--- src/burst_fifo_pkg.sv ---
package burst_fifo_pkg;

   // lanes moved per cycle on each side
   // also the default largest pointer advance
   localparam int LANES = 2;

   // slot count default, not a power of two so the pointers wrap the hard way
   localparam int DEFAULT_SLOTS = 6;

   // one stored word
   typedef struct packed
   {
      // user data
      logic [15:0] data;
      // free-form tag carried along with the data
      logic [3:0]  tag;
   } payload_t;

   // push side of one cycle
   // words[0] is the older of the two words
   typedef struct packed
   {
      // number of valid words, 0 to LANES
      logic [1:0]                count;
      // lanes above count are ignored
      payload_t [LANES-1:0]      words;
   } push_req_t;

   // read side, the oldest entries in order
   // words[0] is the oldest, words[1] the one after it
   typedef struct packed
   {
      // lanes at or above the fill level hold stale data
      payload_t [LANES-1:0]      words;
   } pop_resp_t;

endpackage

--- src/burst_fifo.sv ---
module burst_fifo
   #(parameter int SLOTS_P = burst_fifo_pkg::DEFAULT_SLOTS,
     parameter int MAX_ADD_P = burst_fifo_pkg::LANES,
     localparam int CNT_W = $clog2(SLOTS_P + 1))
   (input  logic                      clk,
    input  logic                      reset_i,
    input  burst_fifo_pkg::push_req_t push_i,
    input  logic [1:0]                pop_count_i,
    output burst_fifo_pkg::pop_resp_t rd_o,
    output logic [CNT_W-1:0]          count_o,
    output logic [CNT_W-1:0]          free_o,
    output logic                      empty_o,
    output logic                      full_o);

   localparam int PTR_W = (SLOTS_P > 1) ? $clog2(SLOTS_P) : 1;
   localparam int ADD_W = $clog2(MAX_ADD_P + 1);

   // per-cycle advances, cut to the width the submodules take
   logic [ADD_W-1:0] push_add;
   logic [ADD_W-1:0] pop_add;

   // current pointers feed the store
   logic [PTR_W-1:0] wr_ptr;
   logic [PTR_W-1:0] rd_ptr;
   // next-edge pointer values, watched by the bound checks
   logic [PTR_W-1:0] wr_ptr_next;
   logic [PTR_W-1:0] rd_ptr_next;

   assign push_add = push_i.count[ADD_W-1:0];
   assign pop_add  = pop_count_i[ADD_W-1:0];

   // write side advances by the number of words pushed
   fifo_circular_ptr #(.SLOTS_P(SLOTS_P), .MAX_ADD_P(MAX_ADD_P)) u_wr_ptr
      (.clk(clk), .reset_i(reset_i), .add_i(push_add),
       .ptr_o(wr_ptr), .ptr_next_o(wr_ptr_next));

   // read side advances by the number of words popped
   fifo_circular_ptr #(.SLOTS_P(SLOTS_P), .MAX_ADD_P(MAX_ADD_P)) u_rd_ptr
      (.clk(clk), .reset_i(reset_i), .add_i(pop_add),
       .ptr_o(rd_ptr), .ptr_next_o(rd_ptr_next));

   fifo_ring_store
      #(.SLOTS_P(SLOTS_P), .MAX_ADD_P(MAX_ADD_P),
        .payload_type(burst_fifo_pkg::payload_t)) u_store
      (.clk(clk), .reset_i(reset_i), .wr_ptr_i(wr_ptr), .rd_ptr_i(rd_ptr),
       .push_i(push_i), .rd_o(rd_o));

   // fill level and the status flags the user must obey
   fifo_occupancy #(.SLOTS_P(SLOTS_P), .MAX_ADD_P(MAX_ADD_P)) u_occ
      (.clk(clk), .reset_i(reset_i), .push_count_i(push_add), .pop_count_i(pop_add),
       .count_o(count_o), .free_o(free_o), .empty_o(empty_o), .full_o(full_o));

endmodule

--- src/fifo_circular_ptr.sv ---
module fifo_circular_ptr
   #(parameter int SLOTS_P = burst_fifo_pkg::DEFAULT_SLOTS,
     parameter int MAX_ADD_P = burst_fifo_pkg::LANES,
     localparam int PTR_W = (SLOTS_P > 1) ? $clog2(SLOTS_P) : 1,
     localparam int ADD_W = $clog2(MAX_ADD_P + 1))
   (input  logic             clk,
    input  logic             reset_i,
    input  logic [ADD_W-1:0] add_i,
    output logic [PTR_W-1:0] ptr_o,
    output logic [PTR_W-1:0] ptr_next_o);

   logic [PTR_W-1:0] ptr_r;
   logic [PTR_W-1:0] ptr_n;

   assign ptr_o      = ptr_r;
   assign ptr_next_o = ptr_n;

   always_ff @(posedge clk)
   begin
      if (reset_i)
         ptr_r <= '0;
      else
         ptr_r <= ptr_n;
   end

   if ((SLOTS_P > 1) && ((SLOTS_P & (SLOTS_P - 1)) == 0))
   begin : g_pow2
      // natural wrap of the adder does the modulo
      if (MAX_ADD_P == 1)
      begin : g_inc
         // keep add_i off the adder, it only picks the result
         logic [PTR_W-1:0] ptr_p1;
         assign ptr_p1 = ptr_r + 1'b1;
         assign ptr_n  = add_i[0] ? ptr_p1 : ptr_r;
      end
      else
      begin : g_add
         assign ptr_n = PTR_W'(ptr_r + add_i);
      end
   end
   else
   begin : g_notpow2
      // one extra bit to see the sign of the wrapped sum
      localparam logic [PTR_W:0] SLOTS_W = (PTR_W + 1)'(SLOTS_P);
      logic [PTR_W:0]   ptr_wrap;
      logic [PTR_W-1:0] ptr_nowrap;

      // both candidates in parallel
      assign ptr_wrap   = {1'b0, ptr_r} + (PTR_W + 1)'(add_i) - SLOTS_W;
      assign ptr_nowrap = PTR_W'(ptr_r + add_i);

      // non-negative wrapped sum means we went past the last slot
      assign ptr_n = ptr_wrap[PTR_W] ? ptr_nowrap : ptr_wrap[PTR_W-1:0];
   end

endmodule

--- src/fifo_occupancy.sv ---
module fifo_occupancy
   #(parameter int SLOTS_P = burst_fifo_pkg::DEFAULT_SLOTS,
     parameter int MAX_ADD_P = burst_fifo_pkg::LANES,
     localparam int ADD_W = $clog2(MAX_ADD_P + 1),
     localparam int CNT_W = $clog2(SLOTS_P + 1))
   (input  logic             clk,
    input  logic             reset_i,
    input  logic [ADD_W-1:0] push_count_i,
    input  logic [ADD_W-1:0] pop_count_i,
    output logic [CNT_W-1:0] count_o,
    output logic [CNT_W-1:0] free_o,
    output logic             empty_o,
    output logic             full_o);

   logic [CNT_W-1:0] count_r;
   logic [CNT_W-1:0] count_n;

   // push and pop may land in the same cycle
   // the modulo sum is exact as long as the user respects the status
   assign count_n = count_r + CNT_W'(push_count_i) - CNT_W'(pop_count_i);

   always_ff @(posedge clk)
   begin
      if (reset_i)
         count_r <= '0;
      else
         count_r <= count_n;
   end

   // status all comes off the register
   assign count_o = count_r;
   assign free_o  = CNT_W'(SLOTS_P) - count_r;
   assign empty_o = (count_r == '0);
   assign full_o  = (count_r == CNT_W'(SLOTS_P));

endmodule

--- src/fifo_ring_store.sv ---
module fifo_ring_store
   #(parameter int SLOTS_P = burst_fifo_pkg::DEFAULT_SLOTS,
     parameter int MAX_ADD_P = burst_fifo_pkg::LANES,
     parameter type payload_type = burst_fifo_pkg::payload_t,
     localparam int PTR_W = (SLOTS_P > 1) ? $clog2(SLOTS_P) : 1)
   (input  logic                      clk,
    input  logic                      reset_i,
    input  logic [PTR_W-1:0]          wr_ptr_i,
    input  logic [PTR_W-1:0]          rd_ptr_i,
    input  burst_fifo_pkg::push_req_t push_i,
    output burst_fifo_pkg::pop_resp_t rd_o);

   // storage, no reset needed on the data itself
   payload_type mem [SLOTS_P];

   // slot index for each write lane and each read lane
   logic [PTR_W-1:0] wr_idx [MAX_ADD_P];
   logic [PTR_W-1:0] rd_idx [burst_fifo_pkg::LANES];

   // base plus a small lane offset, folded back into the slot range
   function automatic logic [PTR_W-1:0] wrap_idx(input logic [PTR_W-1:0] base,
                                                 input int unsigned      off);
      logic [PTR_W:0] sum;
      sum = {1'b0, base} + (PTR_W + 1)'(off);
      // offset is below the slot count, one subtract is enough
      if (sum >= (PTR_W + 1)'(SLOTS_P))
         sum = sum - (PTR_W + 1)'(SLOTS_P);
      return sum[PTR_W-1:0];
   endfunction

   always_comb
   begin
      for (int k = 0; k < MAX_ADD_P; k++)
         wr_idx[k] = wrap_idx(wr_ptr_i, k);
      for (int k = 0; k < burst_fifo_pkg::LANES; k++)
         rd_idx[k] = wrap_idx(rd_ptr_i, k);
   end

   // lane k lands k slots after the write pointer
   // only lanes below the push count are written
   always_ff @(posedge clk)
   begin
      for (int k = 0; k < MAX_ADD_P; k++)
      begin
         // nothing lands while the pointers sit in reset
         if (!reset_i && (k < int'(push_i.count)))
            mem[wr_idx[k]] <= payload_type'(push_i.words[k]);
      end
   end

   // oldest entries straight out of the array, no bypass of this cycle's push
   always_comb
   begin
      for (int k = 0; k < burst_fifo_pkg::LANES; k++)
         rd_o.words[k] = mem[rd_idx[k]];
   end

endmodule

--- config.mk ---
export PLATFORM = sky130hd
export DESIGN_NAME = burst_fifo
export DESIGN_NICKNAME = d
export VERILOG_FILES = /design/src/burst_fifo_pkg.sv /design/src/burst_fifo.sv /design/src/fifo_circular_ptr.sv /design/src/fifo_occupancy.sv /design/src/fifo_ring_store.sv
export SDC_FILE = /design/constraint.sdc
export NUM_CORES = 1
export LEC_CHECK = 0
export BUFFER_PORTS_ARGS = -buffer_cell sky130_fd_sc_hd__buf_2
export CAP_MARGIN = 20
export CELL_PAD_IN_SITES_DETAIL_PLACEMENT = 0
export CELL_PAD_IN_SITES_GLOBAL_PLACEMENT = 1
export CORE_UTILIZATION = 49
export DETAILED_ROUTE_END_ITERATION = 8
export PLACE_DENSITY_LB_ADDON = 0.1
export RECOVER_POWER = 25
export SLEW_MARGIN = 20
export SYNTH_ARGS = -nofsm -noshare
export SYNTH_HDL_FRONTEND = slang
export SYNTH_HIERARCHICAL = 1
export SYNTH_SLANG_ARGS = --single-unit
export TNS_END_PERCENT = 1
--- constraint.sdc ---
create_clock -name clk -period 3.3 [get_ports clk]
set_input_delay 0.66 -clock clk [delete_from_list [all_inputs] [get_ports clk]]
set_output_delay 0.66 -clock clk [all_outputs]
set_load 0.05 [all_outputs]
==> metrics.md <==
| Metric | Value |
|---|---|
| DRC viols | 0 |
| Final setup vio count | 0 |
| Global Route Usage Sum | 27.5% |
| Syn_area_per_cell | 12.5 um^2 |
| Max H-tree Level | 4 |
| Max VDD drop | 0.489 mV |
| Vias | 6310 |
| Pint | 4.88 mW |
| Synth Instances | 685 |
| Core area | 16800 um^2 |
| DR WL/cell | 23.7 um |
| Final Power | 9.34 mW |
| WP buf/inv | 3 |
| P_sw | 4.46 mW |
| Power Density | 943 nW/um^2 |
| Die Span X | 134 um |
| Slew HR | 28.8% |
| Worst Path Required | 2.64 ns |
| Kind of critical path | reg2out |
| Pre-Repair DR Iteration Count | 5 |
| Worst-path fanout max | 12 |
| Total grt overflow | 0 |
| Switching Share | 47.8% |
| Total of max-cap violations | 0 |
| Worst-margin pin slew | 1.07 ns |
| Initial antenna violation count | 1 |
| RSZ-0062 raised after global routing | yes |
| Clock buffer depth | 2 |
| Tmin final | 3.29 ns |
| Vias in the first global route | 6492 |
| Die area | 18000 um^2 |
| Routed vias/inst | 6.19 |
| Placer congestion estimate | 0.815 |
| CP max stage delay | 0.38 ns |
| Crit path capture type | primary output |
| Max Clock Freq | 0.304 GHz |
| Ports | 94 |
| DRT iter0 DRCs | 415 |
| Port Buffers | 93 |
| Worst setup SP type | flip-flop |
| Outcome | finished, final reports clean |
| Post-synthesis net count | 756 |
| Drt total wl | 24200 um |
| Height of the die | 134 um |
| # hold bufs at CTS | 0 |
| CTS tree | done |
| WP data arrival | 2.63 ns |
| Worst min path class | in2reg |
| Clock skew | 0.00679 ns |
| Fin crit share | 99.6% |
| Final Hold Fails | 0 |
| Clock share of power | 18.6% |
| CP Cell Sequence | inv_1, ha_2, o21bai_1, a31oi_1, a31oi_2, buf_4, a211oi_1, o22ai_1, buf_2 |
| CTS clock-pin slew for the worst setup and hold paths | 0.05 ns |
| Pleak | 3.68 nW |
| Largest net degree at the start of global routing | 52 |
| Crit. path cell count | 9 |
| WHS Path Cells | 2 |
| Detail Placement HPWL | 15300 um |
| Initial Util | 50.9% |
| Fin. max-slew vios | 0 |
| Layout net count | 859 |
| TritonCTS buffer count | 17 |
| Fillers | 1439 |
| Row count | 47 |
| Post-Syn Area | 8560 um^2 |
| ANT nets after route | 0 |
| Largest delay contributor family on the critical path | compound AO/OA/AOI/OAI gates |
| CTS Sinks | 129 |
| Logic gate share of total power | 56.8% |
| Hold slack | 0.580 ns |
| Layout cell share with drive strength beyond 1 | 40.6% |
| Clock Tree Root | clkbuf_16 |
| Clk Latency, worst-skew pair | 0.41 ns |
| Sequential share of power | 24.5% |
| First-pass GRT wire length | 36100 um |
| Synthesis Warnings | 6 |
| Slowest-stage cell, CP | dfxtp_4 |
| Area Growth Syn to Fin | 15.7% |
| Reg2Reg Depth | 5 |
## layout make-up
type,count,area (um^2),share of cell area (%)
multi-input combinational,481,4410,44.5
sequential,129,3790,38.2
timing repair buffer,134,805,8.12
clock buffer,20,437,4.41
tap,220,275,2.78
clock inverter,10,95.1,0.959
inverter,25,93.8,0.947
antenna,1,2.50,0.0252
## power by group through the flow
stage	sequential, mW	clock, mW	combinational [mW]
after floorplan	2.29	0	3.85
final	2.29	1.74	5.31
after global placement	2.30	0	4.99
after detailed placement	2.31	0	5.08
after global routing	2.32	1.83	5.57
after CTS	2.28	1.76	5.27
## routing by layer
metal / routed length [um] / part of all wire, % / track usage (%) / vias to the layer above
li1: - / - / - / 2866
met1: 10100 / 42 / 34.3 / 3143
met2: 11800 / 49 / 46.2 / 247
met3: 1530 / 6.3 / 5.52 / 52
met4: 712 / 2.9 / 12.0 / 2
met5: 13 / 0.054 / 0 / -
## worst reg2reg max path: stages (launching register included)
cell      delay (ns)
dfxtp_1         0.48
inv_1           0.10
ha_1            0.41
a31oi_1         0.26
o22ai_2         0.24
clkbuf_1        0.82
## through the flow
step	utilization, %	cells	setup slack, ns	area, um^2	setup TNS [ns]
after floorplan	-	685	-0.00593	8570	-0.113
after global placement	55.3	984	0.147	9300	0
after detailed placement	55.3	984	-0.0395	9300	-0.0899
after CTS	59.0	1017	-0.0903	9920	-1.07
after global routing	58.9	1019	-0.0456	9910	-0.179
final	58.9	1020	0.0144	9910	0
## final timing paths
path                      from                  to  slack, ns
max          u_rd_ptr/ptr_o[0]            rd_o[30]       0.01
min                    reset_i    u_occ/count_o[2]       0.58
max reg2reg  u_wr_ptr/ptr_o[0]  u_store/mem[4][14]       0.60
min reg2reg   u_occ/count_o[0]    u_occ/count_o[0]       0.71
## registers in the layout (all words and copies together), names as in the netlist
name	count
u_wr_ptr/ptr_o	3
u_rd_ptr/ptr_o	3
u_occ/count_o	3
u_store/mem	120
## placed cells by master (no fill, tap or decap), types with 2 or more instances in the layout
master     instances
a211oi_1          18
a211oi_2           4
a21o_1            19
a21oi_1            2
a21oi_4            4
a221o_1           19
a22oi_1           20
a31oi_1            3
buf_12             3
buf_2             82
buf_4             34
buf_6              3
bufinv_16          2
clkbuf_1          15
clkbuf_16         17
clkinv_1           4
clkinv_2           4
dfxtp_1            7
edfxtp_1         120
fa_1               6
ha_1              17
ha_2               2
inv_1             25
mux2_1            12
mux2_2           119
mux2_4             9
mux2i_1           39
nand2_1           10
nand2b_1           2
nand3_1            3
nor2_1             5
nor2_2             8
nor2b_1           45
o21ai_0           41
o21ai_2            3
o22ai_1           29
o22ai_2           18
or2_1              3
xor2_1             4
## timing repair
action                                  4_1_cts  5_1_grt
buffers inserted                              0        2
resized for setup                            14        6
pin swaps                                     1        1
endpoints found under the setup margin       20       20
cloned                                        3        0
Note: power is estimated with default switching activity, not from simulation.
